==> src/exu_defs.svh <==
`ifndef EXU_DEFS_SVH
`define EXU_DEFS_SVH

// integer datapath, rv64
`define EXU_XLEN      64

// register file shape
`define EXU_REG_AW    5
`define EXU_NUM_REGS  32

// load/store bus
`define EXU_ADDR_W    32
`define EXU_STRB_W    8
`define EXU_RESP_W    2

// any other response code means retry
`define EXU_RESP_OKAY 2'b00

`endif

==> src/exu_pkg.sv <==
package exu_pkg;

    // decoded instruction from the upstream decoder
    // nop keeps the stage idle and holds pc
    typedef enum logic [5:0] {
        OP_NOP,
        OP_ADD, OP_SUB, OP_AND, OP_OR, OP_XOR,
        OP_SLL, OP_SRL, OP_SRA, OP_SLT, OP_SLTU,
        OP_ADDI, OP_LUI, OP_AUIPC,
        OP_JAL, OP_JALR,
        OP_BEQ, OP_BNE, OP_BLT, OP_BGE, OP_BLTU, OP_BGEU,
        OP_LB, OP_LH, OP_LW, OP_LD, OP_LBU, OP_LHU, OP_LWU,
        OP_SB, OP_SH, OP_SW, OP_SD
    } exu_op_t;

    // alu function
    typedef enum logic [3:0] {
        ALU_ADD, ALU_SUB, ALU_AND, ALU_OR, ALU_XOR,
        ALU_SLL, ALU_SRL, ALU_SRA, ALU_SLT, ALU_SLTU
    } alu_op_t;

    // how the next pc is formed
    typedef enum logic [3:0] {
        BR_NONE, BR_EQ, BR_NE, BR_LT, BR_GE, BR_LTU, BR_GEU, BR_JAL, BR_JALR
    } br_cond_t;

    typedef enum logic [1:0] {MEM_NONE, MEM_LOAD, MEM_STORE} mem_kind_t;

    // byte, half, word, double
    typedef enum logic [1:0] {SZ_B, SZ_H, SZ_W, SZ_D} mem_size_t;

    // register writeback source
    typedef enum logic [1:0] {WB_NONE, WB_ALU, WB_LINK, WB_LOAD} wb_sel_t;

endpackage

==> src/exu_regfile.sv <==
`timescale 1ns/1ps
`include "exu_defs.svh"

module exu_regfile import exu_pkg::*; (
    input  logic                   clk,
    input  logic                   rst,
    input  logic [`EXU_REG_AW-1:0] rs1,
    input  logic [`EXU_REG_AW-1:0] rs2,
    input  logic [`EXU_REG_AW-1:0] rd,
    input  wb_sel_t                wb_sel,
    input  logic [`EXU_XLEN-1:0]   alu_result,
    input  logic [`EXU_XLEN-1:0]   link,
    input  logic [`EXU_XLEN-1:0]   load_data,
    input  logic                   load_done,
    output logic [`EXU_XLEN-1:0]   src1,
    output logic [`EXU_XLEN-1:0]   src2
);

    logic [`EXU_XLEN-1:0] regs [`EXU_NUM_REGS];
    logic [`EXU_XLEN-1:0] wdata;
    logic                 wen;

    // writeback source select
    // loads only write in the lsu done cycle
    always_comb begin
        case (wb_sel)
            WB_ALU:  wdata = alu_result;
            WB_LINK: wdata = link;
            default: wdata = load_data;
        endcase
    end

    assign wen = (wb_sel == WB_ALU) || (wb_sel == WB_LINK) || (wb_sel == WB_LOAD && load_done);

    always_ff @(posedge clk) begin
        if (rst) begin
            for (int i = 0; i < `EXU_NUM_REGS; i++) begin
                regs[i] <= '0;
            end
        end else if (wen && rd != '0) begin
            regs[rd] <= wdata;
        end
    end

    // x0 reads as zero
    assign src1 = (rs1 == '0) ? '0 : regs[rs1];
    assign src2 = (rs2 == '0) ? '0 : regs[rs2];

endmodule

==> config.mk <==
export PLATFORM = sky130hd
export DESIGN_NAME = exu_regfile
export DESIGN_NICKNAME = d
export VERILOG_FILES = /design/src/exu_pkg.sv /design/src/exu_regfile.sv
export VERILOG_INCLUDE_DIRS = /design/src
export SDC_FILE = /design/constraint.sdc
export NUM_CORES = 2
export LEC_CHECK = 0
export BUFFER_PORTS_ARGS = -buffer_cell sky130_fd_sc_hd__buf_2
export CAP_MARGIN = 10
export CORE_ASPECT_RATIO = 0.75
export CORE_MARGIN = 2
export CORE_UTILIZATION = 31
export CTS_CLUSTER_SIZE = 8
export DETAILED_ROUTE_END_ITERATION = 8
export GPL_TIMING_DRIVEN = 0
export PLACE_DENSITY = 0.52
export RECOVER_POWER = 50
export SYNTH_ARGS = -nofsm -noshare
export SYNTH_HDL_FRONTEND = slang
export SYNTH_SLANG_ARGS = --single-unit
export TNS_END_PERCENT = 30
==> constraint.sdc <==
create_clock -name clk -period 4.3 [get_ports clk]
set_input_delay 0.645 -clock clk [delete_from_list [all_inputs] [get_ports clk]]
set_output_delay 0.645 -clock clk [all_outputs]
set_load 0.02 [all_outputs]
==> flow_summary.ini <==
[outcome]
status = finished, violations left
violations = max-capacitance violations, max-slew violations, negative setup slack

[grt]
grt_max_degree = 41
grt_pass1_vias = 74870
grt_pass1_wl_microns = 713200
grt-ovfl-total = 0
antenna_found_initial = 56
grt_use_total = 0.3177

[sta]
tightest_slew_ns = 2.133
setup_viol = 826
slew_headroom = -0.4222
finalWorstSetupSlack_ns = -0.3205
fmax_mhz = 216.4
maxSlewViolCount = 200
tns_ns = -99.65
period_share = 1.075
min_period_ns = 4.621
rsz0062_at_grt = true
hold_violations = 0

[die]
start_util = 0.3118
row_count = 184
pin_count = 340
core_area_sq_um = 335400
die-area_sq_um = 342100
die_h_microns = 507.1
die_w_microns = 674.7

[power]
p_per_area_nw_per_um2 = 441.0
peakVddDrop_uv = 285.5
p_total_w = 0.05432
power_leakage_nw = 40.82

[critical_path]
cp.required_ns = 3.65
critical_path_class = in2out
critPathLaunchType = primary input
path_max_fanout = 10
worstPathArrival_ns = 3.98
crit_path_end_kind = output pin

[cts]
cts_buffers = 298
clk_path_buf_depth = 4
path_clk_slew_ns = 0.05
cts_sinks = 2048
htree_levels = 5
post_cts_buffers = 0
cts_tree = done
postCtsHoldBufs = 0
root_buffer = clkbuf_16

[synth]
ys_types = 53
yosys.area.top_type = edfxtp_1
synth_edf_count = 2048
synth.most_common_cell = nor2_1
syn_avg_cell_area_sq_um = 15.14
synth_area_leaders = edfxtp_1, mux4_2, nor2_1, mux2i_1, clkbuf_1
netlist_top_cells_count = nor2_1, edfxtp_1, mux4_2
synthArstFlopShare = 0
synth_area_sq_um = 104600
ys_warn_count = 0
synth_flop_cell = edfxtp_1
synth_cells = 6907
synth-seq-area-share = 0.5879
synth_top_area_share = 0.5879
ys_ff_latch = 2048

[detailed_routing]
wirelength_microns = 557900
vias_per_cell = 6.501
first_iter_violations = 16390
drc = 0
dr.pass1.iters = 9
postRouteAntennaNets = 0
wire_per_inst_microns = 45.57
via_count = 79590

[job]
drv_cap = 10

[layout]
regMostFlops = regs
nNetsFinal = 7927
final_core_util = 0.3672
area_growth_pct = 17.77
nFillCells = 31760
reg_top3 = regs (2048)
drive_above_1_share = 0.2939
largest_reg_flops = 2048

[placed_design]
dp_hpwl_microns = 396700
port_buffers = 332
gp_congestion = 0.9992

[hold_path]
hp-class = in2reg
-- critical path, stage by stage --
cell and delay, ns:
clkbuf_1 0.25, nor3_1 0.21, or3_1 0.43, clkbuf_1 0.68, buf_8 0.27, clkbuf_4 0.54
o22a_1 0.33, o221ai_1 0.30, buf_2 0.28
-- what timing repair did --
item	CTS	global route
resized for setup	243	88
endpoints found under the setup margin	128	67
pin swaps	1	1
cloned	0	0
-- metal layers --
layer | vias up | part of all wire | GRT usage
li1 | 28260 | - | -
met1 | 41420 | 0.35 | 0.4008
met2 | 8227 | 0.40 | 0.4244
met3 | 1647 | 0.18 | 0.1645
met4 | 38 | 0.078 | 0.2013
met5 | - | 0.0013 | 0.004028
-- cells by family (layout without fill, tap and decap cells) --
family / count (synthesis) / after routing / share of synthesized area
simple gates: 2223 / 2223 / 0.08268
flops: 2048 / 2048 / 0.5879
mux: 1429 / 1429 / 0.2680
buf+inv: 781 / 1544 / 0.03356
compound gates: 422 / 422 / 0.02745
fa+ha+maj: 3 / 3 / 0.0003589
other cells: 1 / 109 / 0.00003585
-- path summary, 6_finish.rpt --
path | from | to | slack, ns | depth (start not counted)
worst min-delay path | load_data[25] | regs[2][25] | 0.16 | 3
worst max-delay path | rs1[3] | src1[58] | -0.32 | 9
-- through the flow --
stage / instances / cell area, sq um / hold slack (ns) / worst slack (ns)
after floorplan: 6970 / 104800 / 0.9032 / 0.2785
after global routing: 12210 / 123100 / 0.2069 / -0.05976
after global placement: 11770 / 112100 / 1.034 / -4.599
after detailed placement: 11870 / 114500 / 1.032 / -1.489
final: 12240 / 123200 / 0.1584 / -0.3205
after CTS: 12190 / 123100 / 0.1512 / -0.08435
-- where the power goes --
group	internal, W	total [W]	leakage [nW]	switching (W)
logic	0.00297	0.00898	17.5	0.00601
registers	0.0231	0.0237	19.5	0.000565
clock network	0.0125	0.0217	3.85	0.00913
total	0.0386	0.0543	40.8	0.0157
-- layout make-up --
type | count | area, sq um | share of cell area
plain buffers | 776 | 4161 | 0.03378
clock inverters | 14 | 140.1 | 0.001138
diodes | 45 | 112.6 | 0.0009141
flip-flops and latches | 2048 | 61500 | 0.4992
multi-input cells | 4141 | 40360 | 0.3277
well taps | 4464 | 5585 | 0.04534
inverters | 5 | 21.27 | 0.0001727
repair buffers | 442 | 3620 | 0.02938
clock buffers | 307 | 7682 | 0.06236
-- cell usage in the layout, fill, tap and decap left out, drive strengths merged, types with 64 or more instances in the layout --
cell type / instances
nor2: 2064
edfxtp: 2048
buf: 682
a22oi: 70
mux4: 1092
clkbuf: 834
mux2i: 303
o22ai: 99
a21oi: 72
conb: 64
(Power assumes the default switching activity.)
