--- src/exu_defs.svh ---
`ifndef EXU_DEFS_SVH
`define EXU_DEFS_SVH

// integer datapath, rv64
`define EXU_XLEN      64

// register file shape
`define EXU_REG_AW    5
`define EXU_NUM_REGS  32

// load/store bus
`define EXU_ADDR_W    32
`define EXU_STRB_W    8
`define EXU_RESP_W    2

// any other response code means retry
`define EXU_RESP_OKAY 2'b00

`endif

--- src/exu_pkg.sv ---
package exu_pkg;

    // decoded instruction from the upstream decoder
    // nop keeps the stage idle and holds pc
    typedef enum logic [5:0] {
        OP_NOP,
        OP_ADD, OP_SUB, OP_AND, OP_OR, OP_XOR,
        OP_SLL, OP_SRL, OP_SRA, OP_SLT, OP_SLTU,
        OP_ADDI, OP_LUI, OP_AUIPC,
        OP_JAL, OP_JALR,
        OP_BEQ, OP_BNE, OP_BLT, OP_BGE, OP_BLTU, OP_BGEU,
        OP_LB, OP_LH, OP_LW, OP_LD, OP_LBU, OP_LHU, OP_LWU,
        OP_SB, OP_SH, OP_SW, OP_SD
    } exu_op_t;

    // alu function
    typedef enum logic [3:0] {
        ALU_ADD, ALU_SUB, ALU_AND, ALU_OR, ALU_XOR,
        ALU_SLL, ALU_SRL, ALU_SRA, ALU_SLT, ALU_SLTU
    } alu_op_t;

    // how the next pc is formed
    typedef enum logic [3:0] {
        BR_NONE, BR_EQ, BR_NE, BR_LT, BR_GE, BR_LTU, BR_GEU, BR_JAL, BR_JALR
    } br_cond_t;

    typedef enum logic [1:0] {MEM_NONE, MEM_LOAD, MEM_STORE} mem_kind_t;

    // byte, half, word, double
    typedef enum logic [1:0] {SZ_B, SZ_H, SZ_W, SZ_D} mem_size_t;

    // register writeback source
    typedef enum logic [1:0] {WB_NONE, WB_ALU, WB_LINK, WB_LOAD} wb_sel_t;

endpackage

--- src/exu_lsu.sv ---
`timescale 1ns/1ps
`include "exu_defs.svh"

module exu_lsu import exu_pkg::*; (
    input  logic                   clk,
    input  logic                   rst,
    input  mem_kind_t              mem_kind,
    input  mem_size_t              mem_size,
    input  logic                   mem_unsigned,
    input  logic                   op_valid,
    input  logic [`EXU_XLEN-1:0]   alu_result,
    input  logic [`EXU_XLEN-1:0]   src2,
    output logic                   arvalid,
    output logic [`EXU_ADDR_W-1:0] araddr,
    input  logic                   arready,
    input  logic                   rvalid,
    input  logic [`EXU_XLEN-1:0]   rrdata,
    input  logic [`EXU_RESP_W-1:0] rresp,
    output logic                   rready,
    output logic                   awvalid,
    output logic [`EXU_ADDR_W-1:0] awaddr,
    input  logic                   awready,
    output logic                   wvalid,
    output logic [`EXU_XLEN-1:0]   wwdata,
    output logic [`EXU_STRB_W-1:0] wstrb,
    input  logic                   wready,
    input  logic                   bvalid,
    input  logic [`EXU_RESP_W-1:0] bresp,
    output logic                   bready,
    output logic [`EXU_XLEN-1:0]   load_data,
    output logic                   load_done,
    output logic                   pc_update,
    output logic                   exu_block
);

    typedef enum logic [1:0] {LS_IDLE, LS_REQ, LS_WAIT, LS_DONE} ls_state_t;

    ls_state_t              state;
    logic                   is_load;
    logic                   is_store;
    logic                   resp_valid;
    logic                   resp_ok;
    logic                   req_left;
    logic                   issue;
    logic [`EXU_ADDR_W-1:0] addr_q;
    logic [`EXU_STRB_W-1:0] size_mask;
    logic [`EXU_XLEN-1:0]   rdata_q;
    logic [`EXU_XLEN-1:0]   lane_data;
    logic                   sign_b;
    logic                   sign_h;
    logic                   sign_w;

    assign is_load  = mem_kind == MEM_LOAD;
    assign is_store = mem_kind == MEM_STORE;
    assign rready   = 1'b1;
    assign bready   = 1'b1;
    assign araddr   = addr_q;
    assign awaddr   = addr_q;

    // response for the current access kind
    assign resp_valid = is_load ? rvalid : bvalid;
    assign resp_ok    = (is_load ? rresp : bresp) == `EXU_RESP_OKAY;
    // some valid still waiting for its ready after this cycle
    assign req_left   = (arvalid & ~arready) | (awvalid & ~awready) | (wvalid & ~wready);
    // first request, or replay after an error response
    assign issue = (state == LS_IDLE && mem_kind != MEM_NONE) ||
                   (state == LS_WAIT && resp_valid && !resp_ok);

    always_ff @(posedge clk) begin
        if (rst) begin
            state <= LS_IDLE;
        end else begin
            case (state)
                LS_IDLE: if (issue) state <= LS_REQ;
                LS_REQ:  if (!req_left) state <= LS_WAIT;
                LS_WAIT: if (resp_valid) state <= resp_ok ? LS_DONE : LS_REQ;
                default: state <= LS_IDLE;
            endcase
        end
    end

    // aw and w rise together, each drops on its own ready
    always_ff @(posedge clk) begin
        if (rst) begin
            arvalid <= 1'b0;
            awvalid <= 1'b0;
            wvalid  <= 1'b0;
        end else if (issue) begin
            arvalid <= is_load;
            awvalid <= is_store;
            wvalid  <= is_store;
        end else begin
            if (arready) arvalid <= 1'b0;
            if (awready) awvalid <= 1'b0;
            if (wready) wvalid <= 1'b0;
        end
    end

    always_comb begin
        case (mem_size)
            SZ_B:    size_mask = 8'h01;
            SZ_H:    size_mask = 8'h03;
            SZ_W:    size_mask = 8'h0f;
            default: size_mask = 8'hff;
        endcase
    end

    // request payload latched once, a retry replays it unchanged
    always_ff @(posedge clk) begin
        if (state == LS_IDLE && issue) begin
            addr_q <= alu_result[`EXU_ADDR_W-1:0];
            wwdata <= src2 << {alu_result[2:0], 3'b000};
            wstrb  <= size_mask << alu_result[2:0];
        end
        if (state == LS_WAIT && is_load && rvalid && rready && resp_ok) begin
            rdata_q <= rrdata;
        end
    end

    // move the addressed lane down to bit 0 then extend
    assign lane_data = rdata_q >> {addr_q[2:0], 3'b000};
    assign sign_b    = ~mem_unsigned & lane_data[7];
    assign sign_h    = ~mem_unsigned & lane_data[15];
    assign sign_w    = ~mem_unsigned & lane_data[31];

    always_comb begin
        case (mem_size)
            SZ_B:    load_data = {{(`EXU_XLEN-8){sign_b}}, lane_data[7:0]};
            SZ_H:    load_data = {{(`EXU_XLEN-16){sign_h}}, lane_data[15:0]};
            SZ_W:    load_data = {{(`EXU_XLEN-32){sign_w}}, lane_data[31:0]};
            default: load_data = lane_data;
        endcase
    end

    // stall upstream until the access retires
    assign exu_block = (mem_kind != MEM_NONE) && (state != LS_DONE);
    assign load_done = (state == LS_DONE) && is_load;
    assign pc_update = op_valid && !exu_block;

endmodule

--- config.mk ---
export PLATFORM = sky130hd
export DESIGN_NAME = exu_lsu
export DESIGN_NICKNAME = d
export VERILOG_FILES = /design/src/exu_pkg.sv /design/src/exu_lsu.sv
export VERILOG_INCLUDE_DIRS = /design/src
export SDC_FILE = /design/constraint.sdc
export NUM_CORES = 1
export LEC_CHECK = 0
export BUFFER_PORTS_ARGS = -buffer_cell sky130_fd_sc_hd__buf_4
export CORE_AREA = 8 8 154 156
export CTS_BUF_LIST = sky130_fd_sc_hd__clkbuf_8 sky130_fd_sc_hd__clkbuf_16
export DETAILED_ROUTE_END_ITERATION = 16
export DIE_AREA = 0 0 162 164
export PLACE_DENSITY = 0.88
export RECOVER_POWER = 25
export SYNTH_ARGS = -nofsm -noshare
export SYNTH_HDL_FRONTEND = slang
export SYNTH_SLANG_ARGS = --single-unit
--- constraint.sdc ---
create_clock -name clk -period 12.1 [get_ports clk]
set_clock_uncertainty 0.1 [all_clocks]
set_input_delay 0 -clock clk [delete_from_list [all_inputs] [get_ports clk]]
set_output_delay 0 -clock clk [all_outputs]
set_load 0.02 [all_outputs]
==> results.cfg <==
[outcome]
status = complete, but fails checks
violations = capacitance limit, slew limit

[finish]
area_growth_pct = 50.26
final_cells = 1607
fillers = 1469
fin_area_sq_mm = 0.01476
drive_above_1_share = 0.3527
nets = 1520
fin_util = 0.6913

[worst_setup_path]
reg2reg_depth = 6
end_kind = flop
crit_fanout = 67
cp.arrival_ns = 5.11
critPathRequiredTime_ns = 12.29
setup.worst_path.start_class = primary input
worstSetupPathType = in2reg

[yosys]
yosysUniqueCellTypes = 49
syn_avg_cell_area_sq_um = 11.88
ys.flop_type = edfxtp_1
synth_top_area_share = 0.5136
syn_area_sq_mm = 0.009823
synth_edf_count = 168
synth.area.top_cells = edfxtp_1 (51%), mux2i_1 (8.2%), mux4_2 (7.1%)
postSynthCellCount = 827
synthTopCellsByCount = edfxtp_1 (168), nand2_1 (104), mux2i_1 (80)
ys_seq_area_frac = 0.5238
ys_ff_latch = 173
yosys_warnings = 0
yosysMostFrequentCell = edfxtp_1
ys_async_sr_fraction = 0
yosys.area.top_type = edfxtp_1

[floorplan]
dieArea_sq_mm = 0.02657
rows = 54
dieHeight_microns = 164
start_util = 0.4601
io_pins = 417
core_area_sq_mm = 0.02135
die_w_microns = 162

[sta]
maxSlewHeadroom = -1.553
slew_violations = 140
timing.hold.ws_ns = 0.01975
setup_slack_ns = 7.179
max_clock_freq_mhz = 203.2
grt_setup_unrepaired = false
setup_viol = 0
fin_crit_ns = 4.921
fin_setup_tns_ns = 0
fin_crit_sh = 0.4067
worst_pin_slew_ns = 3.829
final_hold_viol_count = 0

[placed_design]
dp_slack_ns = 8.625
dp.cells = 1399
place_area_sq_mm = 0.01257
place_hpwl_microns = 23710
place_congestion = 0.9002
port_buffers = 382

[global_routing]
grt_pass1_wl_microns = 55050
antenna_found_initial = 2
grt_max_degree = 86
grt_pass1_vias = 9544
grt_use_total = 0.2671
grt-ovfl-total = 0

[route]
first_pass_iters = 6
wirelength_microns = 37020
drc_errors = 0
wl_per_cell_microns = 23.04
ant_nets = 0
routed_via_density = 5.817
dr.first_iter.drc_count = 856
vias = 9348

[run]
drv_cap = 2

[clocking]
cts-resized-gates = 0
clk_pin_slew_ns = 0.07
cts_setup_buffers = 0
root_buffer = clkbuf_16
clk_path_buf_depth = 2
insertion_delay_ns = 0.42
htree_levels = 4
cts_inserted_buffers = 17
cts_hold_buffers = 173
cts.sinks = 173
cts_tree = done

[power_and_ir_drop]
power-per-cell-area_mw_per_mm2 = 133.4
power_mw = 1.969
peakVddDrop_mv = 0.07767
leakagePower_nw = 6.191

[worst_hold_path]
whs_path_depth = 4
hold_class = in2reg
-- final timing paths --
path | slack, ns | endpoint | start
hold reg to reg | 0.53 | awvalid | awvalid
setup / recovery | 7.18 | wwdata[36] | alu_result[1]
hold / removal | 0.02 | wwdata[51] | src2[51]
setup reg to reg | 9.20 | wvalid | state[0]
-- where the power goes --
group	internal, mW	switching [mW]
Combinational	0.274	0.372
Sequential	0.733	0.0252
Clock	0.283	0.282
Total	1.29	0.679
-- registers in the layout, summed over array words and instances (netlist names) --
register  count
araddr       32
arvalid       1
awvalid       1
rdata_q      64
state         2
wstrb         8
wvalid        1
wwdata       64
-- routing by layer --
metal / global-route usage / wire [microns] / up-vias
li1: - / - / 4047
met1: 0.3145 / 13230 / 4509
met2: 0.4509 / 18520 / 644
met3: 0.05363 / 3190 / 148
met4: 0.1532 / 2084 / 0
met5: 0 / 0 / -
-- worst max-delay path, stage by stage --
cell,delay [ns]
clkbuf_1,2.64
nand2b_1,1.37
o22ai_1,0.43
dlygate4sd3_1,0.61
-- logic make-up after synthesis --
kind of cell / Yosys count / share of synthesized area
buffers and inverters: 108 / 0.05986
other: 1 / 0.0003818
muxes: 160 / 0.2088
DFF: 173 / 0.5238
AOI/OAI and AO/OA: 133 / 0.08878
and+or+nand+nor: 252 / 0.1185
-- area by class of cell --
cell class / instances / area, sq um / share of cell area
diodes: 3 / 7.507 / 0.0005086
clock buffers: 17 / 425.4 / 0.02882
clock inverters: 15 / 196.4 / 0.01331
inverters: 7 / 26.28 / 0.001780
multi-input cells: 547 / 4108 / 0.2783
flip-flops and latches: 173 / 5145 / 0.3486
well taps: 280 / 350.3 / 0.02373
repair buffers: 565 / 4502 / 0.3050
-- cell usage in the layout, fill, tap and decap left out, types with 26 or more instances in the layout --
cell,instances
buf_4,258
dlygate4sd3_1,173
edfxtp_1,168
nand2_1,104
clkbuf_4,88
mux2i_1,80
mux2_2,49
nand3_1,46
nor2_1,46
clkbuf_1,46
o21ai_0,45
mux4_2,31
a21oi_1,26
Power figures use the tool's default switching activity.
