[src/exu_defs.svh]
`ifndef EXU_DEFS_SVH
`define EXU_DEFS_SVH

// integer datapath, rv64
`define EXU_XLEN      64

// register file shape
`define EXU_REG_AW    5
`define EXU_NUM_REGS  32

// load/store bus
`define EXU_ADDR_W    32
`define EXU_STRB_W    8
`define EXU_RESP_W    2

// any other response code means retry
`define EXU_RESP_OKAY 2'b00

`endif

[src/exu_pkg.sv]
package exu_pkg;

    // decoded instruction from the upstream decoder
    // nop keeps the stage idle and holds pc
    typedef enum logic [5:0] {
        OP_NOP,
        OP_ADD, OP_SUB, OP_AND, OP_OR, OP_XOR,
        OP_SLL, OP_SRL, OP_SRA, OP_SLT, OP_SLTU,
        OP_ADDI, OP_LUI, OP_AUIPC,
        OP_JAL, OP_JALR,
        OP_BEQ, OP_BNE, OP_BLT, OP_BGE, OP_BLTU, OP_BGEU,
        OP_LB, OP_LH, OP_LW, OP_LD, OP_LBU, OP_LHU, OP_LWU,
        OP_SB, OP_SH, OP_SW, OP_SD
    } exu_op_t;

    // alu function
    typedef enum logic [3:0] {
        ALU_ADD, ALU_SUB, ALU_AND, ALU_OR, ALU_XOR,
        ALU_SLL, ALU_SRL, ALU_SRA, ALU_SLT, ALU_SLTU
    } alu_op_t;

    // how the next pc is formed
    typedef enum logic [3:0] {
        BR_NONE, BR_EQ, BR_NE, BR_LT, BR_GE, BR_LTU, BR_GEU, BR_JAL, BR_JALR
    } br_cond_t;

    typedef enum logic [1:0] {MEM_NONE, MEM_LOAD, MEM_STORE} mem_kind_t;

    // byte, half, word, double
    typedef enum logic [1:0] {SZ_B, SZ_H, SZ_W, SZ_D} mem_size_t;

    // register writeback source
    typedef enum logic [1:0] {WB_NONE, WB_ALU, WB_LINK, WB_LOAD} wb_sel_t;

endpackage

[src/exu_alu_branch.sv]
`timescale 1ns/1ps
`include "exu_defs.svh"

module exu_alu_branch import exu_pkg::*; (
    input  logic [`EXU_XLEN-1:0] pc,
    input  logic [`EXU_XLEN-1:0] imm,
    input  logic [`EXU_XLEN-1:0] src1,
    input  logic [`EXU_XLEN-1:0] src2,
    input  logic [`EXU_XLEN-1:0] operand_a,
    input  logic [`EXU_XLEN-1:0] operand_b,
    input  alu_op_t              alu_op,
    input  br_cond_t             br_cond,
    output logic [`EXU_XLEN-1:0] alu_result,
    output logic [`EXU_XLEN-1:0] link,
    output logic [`EXU_XLEN-1:0] dnpc
);

    logic [5:0] shamt;
    logic       lt_s;
    logic       lt_u;
    logic       taken;

    // rv64 shift amount is 6 bits
    assign shamt = operand_b[5:0];
    assign lt_s  = $signed(operand_a) < $signed(operand_b);
    assign lt_u  = operand_a < operand_b;

    always_comb begin
        case (alu_op)
            ALU_SUB:  alu_result = operand_a - operand_b;
            ALU_AND:  alu_result = operand_a & operand_b;
            ALU_OR:   alu_result = operand_a | operand_b;
            ALU_XOR:  alu_result = operand_a ^ operand_b;
            ALU_SLL:  alu_result = operand_a << shamt;
            ALU_SRL:  alu_result = operand_a >> shamt;
            ALU_SRA:  alu_result = $signed(operand_a) >>> shamt;
            ALU_SLT:  alu_result = {{(`EXU_XLEN-1){1'b0}}, lt_s};
            ALU_SLTU: alu_result = {{(`EXU_XLEN-1){1'b0}}, lt_u};
            default:  alu_result = operand_a + operand_b;
        endcase
    end

    // branch compare on the raw register values
    always_comb begin
        case (br_cond)
            BR_EQ:   taken = src1 == src2;
            BR_NE:   taken = src1 != src2;
            BR_LT:   taken = $signed(src1) < $signed(src2);
            BR_GE:   taken = $signed(src1) >= $signed(src2);
            BR_LTU:  taken = src1 < src2;
            BR_GEU:  taken = src1 >= src2;
            default: taken = 1'b0;
        endcase
    end

    // sequential pc, also the jal/jalr link value
    assign link = pc + `EXU_XLEN'(4);

    always_comb begin
        case (br_cond)
            BR_JAL:  dnpc = alu_result;
            // jalr target has bit 0 forced low
            BR_JALR: dnpc = {alu_result[`EXU_XLEN-1:1], 1'b0};
            default: dnpc = taken ? pc + imm : link;
        endcase
    end

endmodule

[config.mk]
export PLATFORM = sky130hd
export DESIGN_NAME = exu_alu_branch
export DESIGN_NICKNAME = d
export VERILOG_FILES = /design/src/exu_pkg.sv /design/src/exu_alu_branch.sv
export VERILOG_INCLUDE_DIRS = /design/src
export SDC_FILE = /design/constraint.sdc
export NUM_CORES = 2
export LEC_CHECK = 0
export ABC_AREA = 1
export BUFFER_PORTS_ARGS = -buffer_cell sky130_fd_sc_hd__buf_2
export CAP_MARGIN = 25
export CORE_UTILIZATION = 50
export DETAILED_ROUTE_END_ITERATION = 7
export GPL_TIMING_DRIVEN = 0
export PLACE_DENSITY = 0.82
export SYNTH_ARGS = -nofsm -noshare
export SYNTH_HDL_FRONTEND = slang
export SYNTH_SLANG_ARGS = --single-unit
[constraint.sdc]
create_clock -name vclk -period 8.2
set_clock_uncertainty 0.05 [all_clocks]
set_input_delay 1.64 -clock vclk [all_inputs]
set_output_delay 1.64 -clock vclk [all_outputs]
set_load 0.03 [all_outputs]
==> run metrics, run 1 <==
Yosys warning count=0; total gr overflow=1; Cells after Synth=6353; I/O pins=584; Log Error=[ERROR GRT-0116] Global routing finished with congestion. Check the congestion regions in the DRC Viewer.; largest family of logic cells by synthesized area=simple AND/OR/NAND/NOR gates; Syn Nets=7069; chip width=254 um; Synth cell types=63; post-synthesis cell area=31800 sq um; Initial Utilization=50.4%; Yosys top cell area share=21.1%; Tot GR Track Use=75.7%; gp weighted congestion=1.42; dpl cell area=35800 sq um; post-synthesis sequential area ratio=0%; Synth area leaders=nand2_1, ha_1, inv_1; first-pass GRT wire length=349000 um; last stage reached=5_1_grt; post-synthesis compound-gate area fraction=22.8%; syn_area_per_cell=5.00 sq um; Post-Synth Adder-Cell Area=12.8%; largest net degree at the start of global routing=20; Synth area leader=nand2_1; vias in the first global route=48300; status=aborted with a tool error; HPWL after DPL=198000 um; CTS Hold Buffers Added=0; # rows=92; Die H=254 um; IO buf count=584; DP Worst Slack=-0.291 ns; post-synthesis simple-gate area fraction=44.3%; xor/xnor cell area share of the yosys netlist=3.39%; post-synthesis mux area share=0.725%
==> what timing repair did <==
action / CTS
gates cloned: 0
gates resized for setup: 1
setup endpoints to repair: 6
buffers inserted: 0
==> logic make-up after synthesis <==
family | count (synthesis)
XOR/XNOR | 123
buffers and inverters | 1255
multiplexers | 23
AND/OR/NAND/NOR | 3333
adder cells (fa/ha/maj) | 324
AO/OA/AOI/OAI | 1295
==> Yosys cell counts (9+ instances only) <==
| cell | count |
|---|---|
| a211oi_1 | 17 |
| a21boi_0 | 14 |
| a21o_1 | 15 |
| a21oi_1 | 387 |
| a31oi_1 | 43 |
| and2_1 | 32 |
| buf_1 | 41 |
| buf_2 | 80 |
| buf_4 | 27 |
| buf_6 | 21 |
| clkbuf_1 | 84 |
| ha_1 | 321 |
| inv_1 | 984 |
| inv_2 | 15 |
| mux2i_1 | 23 |
| nand2_1 | 1785 |
| nand3_1 | 607 |
| nand3b_1 | 11 |
| nand4_1 | 87 |
| nor2_1 | 622 |
| nor2_2 | 12 |
| nor2_4 | 9 |
| nor3_1 | 99 |
| nor4_1 | 22 |
| o2111ai_1 | 11 |
| o211ai_1 | 68 |
| o21a_1 | 38 |
| o21ai_0 | 510 |
| o21ai_1 | 88 |
| o21bai_1 | 34 |
| o221ai_1 | 10 |
| o22ai_1 | 32 |
| or2_2 | 13 |
| xnor2_1 | 22 |
| xor2_1 | 101 |
==> metrics by stage <==
stage	hold slack, ns	std cells
CTS	3.62	7783
detailed placement	3.62	7784
global placement	3.62	7783
floorplan	3.36	6353
==> layer usage <==
metal | overflow | global-route usage, %
met1 | 0 | 83.3
met2 | 0 | 84.0
met3 | 0 | 65.1
met4 | 1 | 61.1
met5 | 0 | 43.6
==> run 2: changes to the inputs <==
--- a/config.mk
+++ b/config.mk
@@ -9,10 +9,10 @@
 export ABC_AREA = 1
 export BUFFER_PORTS_ARGS = -buffer_cell sky130_fd_sc_hd__buf_2
 export CAP_MARGIN = 25
-export CORE_UTILIZATION = 50
+export CORE_UTILIZATION = 35
 export DETAILED_ROUTE_END_ITERATION = 7
 export GPL_TIMING_DRIVEN = 0
-export PLACE_DENSITY = 0.82
+export PLACE_DENSITY_LB_ADDON = 0.15
 export SYNTH_ARGS = -nofsm -noshare
 export SYNTH_HDL_FRONTEND = slang
 export SYNTH_SLANG_ARGS = --single-unit
==> run metrics, run 2 <==
hold depth=3; RSZ-0062 raised after global routing=no; antenna viol nets, final=0; Synth cell types=63 (unchanged); Worst Hold Path EP=link[13]; Worst path slowest cell=a21oi_1; Initial Utilization=35.3% (-15 points); CTS Hold Buffers Added=0 (unchanged); Post-synth top cells=nand2_1, inv_1, nor2_1; dpl cell area=36200 sq um (+1.2%); final period utilization=102%; 1st-pass router iterations=8; total gr overflow=0; Cells after Synth=6353 (unchanged); first-pass GRT wire length=350000 um; multi-input logic area=26700 sq um; post-synthesis cell area=31800 sq um (unchanged); first-iteration detailed-routing DRC count=9029; initial antenna violation count=41; power density over cell area=93.1 nW/um^2; Syn Nets=7069 (unchanged); critical path type=in2out; WL/cell=32.4 um; Worst-Margin Slew=1.31 ns; IO buf count=584 (unchanged); CP max stage delay=0.91 ns; vias per inst=6.28; Hold Startpoint=pc[13]; Yosys warning count=0 (unchanged); CP Data Required Time=6.51 ns; Sequential Power Share=0%; Slew Viols, Final=0; Worst VDD drop=56.5 uV; endpoints failing setup=4; Synth area leaders=nand2_1, ha_1, inv_1; Detailed Route WL=264000 um; I/O pins=584 (unchanged); fin worst setup slack=-0.195 ns; Power Internal=817 uW; FF+latch count=0; vias in the first global route=45300; Worst Path Arrival=6.70 ns; gp weighted congestion=1.27 (-11%); Nets=7659; Fin. Hold Viols=0; Pleak=0.0190 uW; crit-path cells=buf_2 -> buf_2 -> inv_2 -> buf_2 -> buf_2 -> o21ai_0 -> o21ai_1 -> nand2_1 -> nand2_1 -> nand2_1 -> nand3_1 -> nand2_1 -> a21oi_1 -> nand3_1 -> nand2_1 -> nand2_1 -> buf_2; status=finished, violations left; Critical Path Most Common Cell=nand2_1; Switching Share=75.8%; Layout area overhead=14.4%; drt drc=12; kind of start point of the critical path=primary input; DP Worst Slack=-0.857 ns (-0.565 ns); Yosys top cell area share=21.1% (unchanged); post-synthesis sequential area ratio=0% (unchanged); switching power=2560 uW; HPWL after DPL=227000 um (+15%); combinational power share=100.0%; worst-path fanout max=10; core area=90000 sq um; commonest non-fill, non-tap cell in the layout=nand2_1; Worst setup startpoint=operand_b[1]; # rows=110 (+20%); fin area=36300 sq um; syn_area_per_cell=5.00 sq um (unchanged); chip width=303 um (+19%); share of layout cells above drive strength 1=11.7%; die area=92000 sq um; Tmin final=8.39 ns; largest net degree at the start of global routing=21; final-layout clock buffer total=0; sequential cell area=0 sq um; Tot GR Track Use=54.6%; Cells after DPL=8115 (+4.3%); Fillers=10900; max frequency=119 MHz; Hold WC Path Type=in2out; failing checks=DRC, setup timing; number of max-cap violations=0; vias=51100; most frequent cells in the layout=nand2_1, inv_1, buf_2, nor2_1, nand3_1; clock power share=0%; critical path capture point type=primary output; slew margin rel.=12.8%; Synth area leader=nand2_1; Die H=303 um (+19%); Cell Count, Final, Fillers Out=8144; most frequent cell after synthesis=nand2_1
run 2: timing repair:
action / CTS / global route
gates resized for setup: 8 / 6
pin swaps: 0 / 1
setup endpoints to repair: 65 / 14
setup buffers: 0 / 4
run 2: critical path, delay by kind of cell:
| family | cells | cell delay, ns |
|---|---|---|
| and+or+nand+nor | 8 | 1.57 |
| buffers and inverters | 6 | 1.48 |
| AOI/OAI and AO/OA | 3 | 1.96 |
run 2: cell families (layout without fill, tap and decap cells):
| group | Yosys count | after routing | synth area share (%) |
|---|---|---|---|
| buffers and inverters | 1255 | 1843 | 16.0 |
| XOR/XNOR | 123 | 123 | 3.39 |
| AO/OA/AOI/OAI | 1295 | 1295 | 22.8 |
| AND/OR/NAND/NOR | 3333 | 3333 | 44.3 |
| other | 0 | 27 | 0 |
| adder cells (fa/ha/maj) | 324 | 324 | 12.8 |
| multiplexers | 23 | 23 | 0.725 |
run 2: area by class of cell:
type                       instances  share of cell area [%]
antenna                           27                   0.186
buffer                           248                    3.57
inverter                        1000                    10.3
multi-input combinational       5098                    73.6
tap                             1176                    4.05
timing repair buffer             595                    8.28
run 2: metal layers:
metal / share of wire, % / track usage (%)
met1: 36 / 64.5
met2: 38 / 75.3
met3: 16 / 24.1
met4: 10 / 45.4
met5: 0.089 / 0.518
run 2: worst max-delay path by stage:
stage / slack (ns) / endpoint / depth (start not counted)
floorplan: 1.73 / alu_result[22] / 20
global placement: -0.87 / dnpc[29] / 20
detailed placement: -0.86 / dnpc[29] / 20
CTS: 0.09 / dnpc[33] / 25
global route: 0.03 / dnpc[31] / 21
finish: -0.19 / dnpc[39] / 17
run 2: power groups by stage:
stage | Sequential (uW) | Clock, uW | Combinational (uW)
after global routing | 0 | 0.000152 | 3460
after floorplan | 0 | 0 | 1770
final | 0 | 0.000276 | 3380
after global placement | 0 | 0 | 3120
after detailed placement | 0 | 0 | 3120
after CTS | 0 | 0 | 3130
run 2: metrics by stage:
step,utilization [%],setup TNS [ns],total power [uW],hold WS (ns)
2_1_floorplan,-,0,1770,3.36
3_3_place_gp,40.2,-16.62,3120,3.61
3_5_place_dp,40.2,-18.04,3120,3.62
4_1_cts,40.2,0,3130,3.62
5_1_grt,40.3,0,3460,3.64
6_report,40.4,-0.347,3380,3.63
Note: power is estimated with default switching activity, not from simulation.
