### src/exu_defs.svh
`ifndef EXU_DEFS_SVH
`define EXU_DEFS_SVH

// integer datapath, rv64
`define EXU_XLEN      64

// register file shape
`define EXU_REG_AW    5
`define EXU_NUM_REGS  32

// load/store bus
`define EXU_ADDR_W    32
`define EXU_STRB_W    8
`define EXU_RESP_W    2

// any other response code means retry
`define EXU_RESP_OKAY 2'b00

`endif

### src/exu_pkg.sv
package exu_pkg;

    // decoded instruction from the upstream decoder
    // nop keeps the stage idle and holds pc
    typedef enum logic [5:0] {
        OP_NOP,
        OP_ADD, OP_SUB, OP_AND, OP_OR, OP_XOR,
        OP_SLL, OP_SRL, OP_SRA, OP_SLT, OP_SLTU,
        OP_ADDI, OP_LUI, OP_AUIPC,
        OP_JAL, OP_JALR,
        OP_BEQ, OP_BNE, OP_BLT, OP_BGE, OP_BLTU, OP_BGEU,
        OP_LB, OP_LH, OP_LW, OP_LD, OP_LBU, OP_LHU, OP_LWU,
        OP_SB, OP_SH, OP_SW, OP_SD
    } exu_op_t;

    // alu function
    typedef enum logic [3:0] {
        ALU_ADD, ALU_SUB, ALU_AND, ALU_OR, ALU_XOR,
        ALU_SLL, ALU_SRL, ALU_SRA, ALU_SLT, ALU_SLTU
    } alu_op_t;

    // how the next pc is formed
    typedef enum logic [3:0] {
        BR_NONE, BR_EQ, BR_NE, BR_LT, BR_GE, BR_LTU, BR_GEU, BR_JAL, BR_JALR
    } br_cond_t;

    typedef enum logic [1:0] {MEM_NONE, MEM_LOAD, MEM_STORE} mem_kind_t;

    // byte, half, word, double
    typedef enum logic [1:0] {SZ_B, SZ_H, SZ_W, SZ_D} mem_size_t;

    // register writeback source
    typedef enum logic [1:0] {WB_NONE, WB_ALU, WB_LINK, WB_LOAD} wb_sel_t;

endpackage

### src/exu_decode.sv
`timescale 1ns/1ps
`include "exu_defs.svh"

module exu_decode import exu_pkg::*; (
    input  exu_op_t              opcode,
    input  logic [`EXU_XLEN-1:0] pc,
    input  logic [`EXU_XLEN-1:0] imm,
    input  logic [`EXU_XLEN-1:0] src1,
    input  logic [`EXU_XLEN-1:0] src2,
    output logic [`EXU_XLEN-1:0] operand_a,
    output logic [`EXU_XLEN-1:0] operand_b,
    output alu_op_t              alu_op,
    output br_cond_t             br_cond,
    output mem_kind_t            mem_kind,
    output mem_size_t            mem_size,
    output logic                 mem_unsigned,
    output wb_sel_t              wb_sel,
    output logic                 op_valid
);

    // first alu operand source
    typedef enum logic [1:0] {A_SRC1, A_PC, A_ZERO} a_sel_t;

    // one row of the control table
    typedef struct packed {
        alu_op_t   alu;
        br_cond_t  br;
        mem_kind_t mem;
        mem_size_t size;
        logic      uns;
        wb_sel_t   wb;
        a_sel_t    a_sel;
        logic      b_imm;
    } ctrl_t;

    ctrl_t ctrl;

    // fields: alu, next pc, mem kind, size, unsigned, writeback, operand a, imm as b
    always_comb begin
        case (opcode)
            OP_ADD:   ctrl = '{ALU_ADD,  BR_NONE, MEM_NONE,  SZ_D, 1'b0, WB_ALU,  A_SRC1, 1'b0};
            OP_SUB:   ctrl = '{ALU_SUB,  BR_NONE, MEM_NONE,  SZ_D, 1'b0, WB_ALU,  A_SRC1, 1'b0};
            OP_AND:   ctrl = '{ALU_AND,  BR_NONE, MEM_NONE,  SZ_D, 1'b0, WB_ALU,  A_SRC1, 1'b0};
            OP_OR:    ctrl = '{ALU_OR,   BR_NONE, MEM_NONE,  SZ_D, 1'b0, WB_ALU,  A_SRC1, 1'b0};
            OP_XOR:   ctrl = '{ALU_XOR,  BR_NONE, MEM_NONE,  SZ_D, 1'b0, WB_ALU,  A_SRC1, 1'b0};
            OP_SLL:   ctrl = '{ALU_SLL,  BR_NONE, MEM_NONE,  SZ_D, 1'b0, WB_ALU,  A_SRC1, 1'b0};
            OP_SRL:   ctrl = '{ALU_SRL,  BR_NONE, MEM_NONE,  SZ_D, 1'b0, WB_ALU,  A_SRC1, 1'b0};
            OP_SRA:   ctrl = '{ALU_SRA,  BR_NONE, MEM_NONE,  SZ_D, 1'b0, WB_ALU,  A_SRC1, 1'b0};
            OP_SLT:   ctrl = '{ALU_SLT,  BR_NONE, MEM_NONE,  SZ_D, 1'b0, WB_ALU,  A_SRC1, 1'b0};
            OP_SLTU:  ctrl = '{ALU_SLTU, BR_NONE, MEM_NONE,  SZ_D, 1'b0, WB_ALU,  A_SRC1, 1'b0};
            OP_ADDI:  ctrl = '{ALU_ADD,  BR_NONE, MEM_NONE,  SZ_D, 1'b0, WB_ALU,  A_SRC1, 1'b1};
            // lui is 0 + imm, the decoder already placed imm in the upper bits
            OP_LUI:   ctrl = '{ALU_ADD,  BR_NONE, MEM_NONE,  SZ_D, 1'b0, WB_ALU,  A_ZERO, 1'b1};
            OP_AUIPC: ctrl = '{ALU_ADD,  BR_NONE, MEM_NONE,  SZ_D, 1'b0, WB_ALU,  A_PC,   1'b1};
            // jump targets come out of the alu adder
            OP_JAL:   ctrl = '{ALU_ADD,  BR_JAL,  MEM_NONE,  SZ_D, 1'b0, WB_LINK, A_PC,   1'b1};
            OP_JALR:  ctrl = '{ALU_ADD,  BR_JALR, MEM_NONE,  SZ_D, 1'b0, WB_LINK, A_SRC1, 1'b1};
            // branches compare src1/src2 directly, alu result unused
            OP_BEQ:   ctrl = '{ALU_SUB,  BR_EQ,   MEM_NONE,  SZ_D, 1'b0, WB_NONE, A_SRC1, 1'b0};
            OP_BNE:   ctrl = '{ALU_SUB,  BR_NE,   MEM_NONE,  SZ_D, 1'b0, WB_NONE, A_SRC1, 1'b0};
            OP_BLT:   ctrl = '{ALU_SUB,  BR_LT,   MEM_NONE,  SZ_D, 1'b0, WB_NONE, A_SRC1, 1'b0};
            OP_BGE:   ctrl = '{ALU_SUB,  BR_GE,   MEM_NONE,  SZ_D, 1'b0, WB_NONE, A_SRC1, 1'b0};
            OP_BLTU:  ctrl = '{ALU_SUB,  BR_LTU,  MEM_NONE,  SZ_D, 1'b0, WB_NONE, A_SRC1, 1'b0};
            OP_BGEU:  ctrl = '{ALU_SUB,  BR_GEU,  MEM_NONE,  SZ_D, 1'b0, WB_NONE, A_SRC1, 1'b0};
            // address is src1 + imm for every memory access
            OP_LB:    ctrl = '{ALU_ADD,  BR_NONE, MEM_LOAD,  SZ_B, 1'b0, WB_LOAD, A_SRC1, 1'b1};
            OP_LH:    ctrl = '{ALU_ADD,  BR_NONE, MEM_LOAD,  SZ_H, 1'b0, WB_LOAD, A_SRC1, 1'b1};
            OP_LW:    ctrl = '{ALU_ADD,  BR_NONE, MEM_LOAD,  SZ_W, 1'b0, WB_LOAD, A_SRC1, 1'b1};
            OP_LD:    ctrl = '{ALU_ADD,  BR_NONE, MEM_LOAD,  SZ_D, 1'b0, WB_LOAD, A_SRC1, 1'b1};
            OP_LBU:   ctrl = '{ALU_ADD,  BR_NONE, MEM_LOAD,  SZ_B, 1'b1, WB_LOAD, A_SRC1, 1'b1};
            OP_LHU:   ctrl = '{ALU_ADD,  BR_NONE, MEM_LOAD,  SZ_H, 1'b1, WB_LOAD, A_SRC1, 1'b1};
            OP_LWU:   ctrl = '{ALU_ADD,  BR_NONE, MEM_LOAD,  SZ_W, 1'b1, WB_LOAD, A_SRC1, 1'b1};
            OP_SB:    ctrl = '{ALU_ADD,  BR_NONE, MEM_STORE, SZ_B, 1'b0, WB_NONE, A_SRC1, 1'b1};
            OP_SH:    ctrl = '{ALU_ADD,  BR_NONE, MEM_STORE, SZ_H, 1'b0, WB_NONE, A_SRC1, 1'b1};
            OP_SW:    ctrl = '{ALU_ADD,  BR_NONE, MEM_STORE, SZ_W, 1'b0, WB_NONE, A_SRC1, 1'b1};
            OP_SD:    ctrl = '{ALU_ADD,  BR_NONE, MEM_STORE, SZ_D, 1'b0, WB_NONE, A_SRC1, 1'b1};
            // nop: no write, no access, falls through to pc+4
            default:  ctrl = '{ALU_ADD,  BR_NONE, MEM_NONE,  SZ_D, 1'b0, WB_NONE, A_SRC1, 1'b0};
        endcase
    end

    always_comb begin
        case (ctrl.a_sel)
            A_PC:    operand_a = pc;
            A_ZERO:  operand_a = '0;
            default: operand_a = src1;
        endcase
    end

    // i/u/j/s formats take imm, r and b formats take src2
    assign operand_b    = ctrl.b_imm ? imm : src2;
    assign alu_op       = ctrl.alu;
    assign br_cond      = ctrl.br;
    assign mem_kind     = ctrl.mem;
    assign mem_size     = ctrl.size;
    assign mem_unsigned = ctrl.uns;
    assign wb_sel       = ctrl.wb;
    assign op_valid     = opcode != OP_NOP;

endmodule

### config.mk
export PLATFORM = sky130hd
export DESIGN_NAME = exu_decode
export DESIGN_NICKNAME = d
export VERILOG_FILES = /design/src/exu_pkg.sv /design/src/exu_decode.sv
export VERILOG_INCLUDE_DIRS = /design/src
export SDC_FILE = /design/constraint.sdc
export NUM_CORES = 1
export LEC_CHECK = 0
export BUFFER_PORTS_ARGS = -buffer_cell sky130_fd_sc_hd__buf_2
export CELL_PAD_IN_SITES_DETAIL_PLACEMENT = 0
export CELL_PAD_IN_SITES_GLOBAL_PLACEMENT = 1
export CORE_AREA = 2 2 156 158
export DETAILED_ROUTE_END_ITERATION = 7
export DIE_AREA = 0 0 158 160
export PLACE_DENSITY = 0.68
export REMOVE_ABC_BUFFERS = 1
export SYNTH_ARGS = -nofsm -noshare
export SYNTH_HDL_FRONTEND = slang
export SYNTH_SLANG_ARGS = --single-unit
### constraint.sdc
create_clock -name vclk -period 2.35
set_clock_uncertainty 0.1 [all_clocks]
set_input_delay 0.235 -clock vclk [all_inputs]
set_output_delay 0.235 -clock vclk [all_outputs]
set_load 0.01 [all_outputs]
==> flow_summary.toml <==
[sta]
worst_pin_slew_ns = 0.338
endpoints_failing_setup = 0
max_slew_margin = 0.774
max_slew_violation_total_from_the_final_report = 0
final_period_demand_of_the_worst_path_ns = 2.25
final.period_utilization = 0.959
timing.final.ws_setup_ns = 0.0952
report.final.hold_viol_count = 0
clock.fmax_mhz = 444

[die]
die-height_um = 160
floorplan.io_pins = 406
floorplan.die.width_um = 158
floorplan.initialDensity = 0.0817
core_ar_sq_mm = 0.0238
die_area_sq_mm = 0.0253
total_number_of_placement_rows = 57

[worst_hold_path]
min_path_type = "input port to output pin"
min-delay-start = "pc[12]"

[finish]
layout-area-overhead-vs-synth_pct = 142
multiInputGateArea_sq_mm = 0.00184
nets = 924
nFillCells = 2777
seqCellArea_sq_um = 0
mostFrequentLayoutCell = "sky130_fd_sc_hd__buf_2"
final.clkbuf_count = 0
final_core_util = 0.198
most-common-layout-cells = "404 x sky130_fd_sc_hd__buf_2, 63 x sky130_fd_sc_hd__a22o_1, 35 x sky130_fd_sc_hd__buf_4"
drive_above_1_share = 0.754
numSequentialCells = 0

[global_routing]
number_of_global_route_vias_before_repair = 3324
grt_remaining_overflow = 0
global_route.usage.total = 0.0948
grt_first_pass_wirelength_um = 18500
pin_count_of_the_biggest_net_entering_global_routing = 66
antenna_violations_before_repair = 4

[setup_path]
setup.worst_path.start = "opcode[1]"
ws_path_type = "input port to output pin"
worst_ep_arrival_time_ns = 1.92
worstSetupEndpointType = "output pin"
worst_setup_path_start_kind = "input port"
required_time_at_the_worst_slack_endpoint_ns = 2.02
worstPathMaxFanout = 22

[routing]
routedWlPerCell_um = 14.2
avgViaCountPerCell = 3.68
wl_met1_um = 5480
drc = 0
drtPass1Iterations = 4
dr_wl_met2_um = 7370
wl_met3_um = 1060
ant_nets = 0
route.vias.total = 3601
top_signal_layer_used = "met4"
postRouteWirelength_um = 13900
detail_route.iter0.violations = 128

[synth]
synth_largest_area_cell = "sky130_fd_sc_hd__a22o_1"
ys_seq_area_frac = 0
synth.yosys.warnings = 0
synth.distinct_cells = 35
synth.top_cells.by_area = "sky130_fd_sc_hd__a22o_1 28%, sky130_fd_sc_hd__mux2_1 19%, sky130_fd_sc_hd__mux2_2 19%"
post_synthesis_cell_area_sq_mm = 0.00195
postSynthCellCount = 235
synth_area_per_cell_sq_um = 8.28
synth.top_cell.area_share = 0.284

[power_and_ir_drop]
worst_ir_drop_vdd_mv = 0.0754
power_per_cell_area_mw_per_mm2 = 186
cellLeakagePower_nw = 2.53

[run_status]
outcome = "finished, final reports clean"

[flow_run]
cap_violations = 0

[place]
buffer_ports.inserted = 406
finalWeightedCongestion = 0.755
hpwl_um = 12200
dp_slack_ns = -0.125
## worst paths after layout
| check | endpoint | slack [ns] | depth (start not counted) |
|---|---|---|---|
| setup / recovery | operand_a[49] | 0.1 | 11 |
| hold / removal | operand_a[12] | 0.66 | 3 |
## layout make-up
cell class / count / share of cell area
diodes: 1 / 0.000531
inverters: 4 / 0.00371
multi-input cells: 202 / 0.391
well taps: 324 / 0.0860
repair buffers: 448 / 0.519
## repair_timing
action                                  4_1_cts  5_1_grt
gates resized for setup                       3       15
buffers inserted                              3        0
gates cloned                                  1        1
endpoints found under the setup margin       61      103
hold buffers                                  0        0
hold endpoints to repair                      0        0
pin swaps                                     1        2
## cell usage after synthesis (5+ instances only)
master                     count
sky130_fd_sc_hd__mux2_2       32
sky130_fd_sc_hd__a22o_1       63
sky130_fd_sc_hd__nand2b_1      6
sky130_fd_sc_hd__clkbuf_1     16
sky130_fd_sc_hd__nand3_1       5
sky130_fd_sc_hd__mux2_1       32
sky130_fd_sc_hd__o21ai_0       6
sky130_fd_sc_hd__buf_6         6
sky130_fd_sc_hd__nand2_1       9
sky130_fd_sc_hd__ha_1          6
sky130_fd_sc_hd__a21oi_1       8
## power by group
part             total (mW)  internal (mW)  leakage, nW  switching (mW)
logic                 0.876          0.488         2.53           0.388
registers                 0              0            0               0
clock network  0.0000000575   0.0000000575   0.00000634               0
total                 0.876          0.488         2.53           0.388
## stage by stage
step	cells	hold slack [ns]	power, mW	cell area [sq um]	setup TNS [ns]
after floorplan	206	0.414	0.359	1790	-189.95
after global placement	975	0.662	0.844	4570	-3.91
after detailed placement	975	0.660	0.844	4570	-3.65
after CTS	979	0.662	0.870	4650	0
after global routing	978	0.671	0.950	4710	-0.00882
final	979	0.663	0.876	4720	0
## layer usage
layer | vias up | track usage
met5 | - | 0
met4 | 0 | 0
met3 | 6 | 0.00678
met2 | 232 | 0.199
met1 | 1597 | 0.107
li1 | 1766 | -
## cell families (layout without fill, tap and decap cells)
family,Yosys count,count (layout),synth area share
xor gates and xnor gates,1,1,0.00450
buffers and inverters,33,452,0.0887
AOI/OAI and AO/OA,90,90,0.378
adders and majority gates,6,6,0.0386
and+or+nand+nor,39,39,0.109
other,0,1,0
muxes,66,66,0.381
## critical path, cell delays in order
cell	delay, ns
sky130_fd_sc_hd__buf_2	0.14
sky130_fd_sc_hd__inv_2	0.09
sky130_fd_sc_hd__ha_4	0.14
sky130_fd_sc_hd__buf_6	0.13
sky130_fd_sc_hd__nand4_1	0.16
sky130_fd_sc_hd__ha_4	0.34
sky130_fd_sc_hd__nor2b_4	0.04
sky130_fd_sc_hd__buf_12	0.14
sky130_fd_sc_hd__buf_4	0.15
sky130_fd_sc_hd__a22o_1	0.18
sky130_fd_sc_hd__buf_4	0.16
No activity file was read; power rests on OpenSTA's default activity.
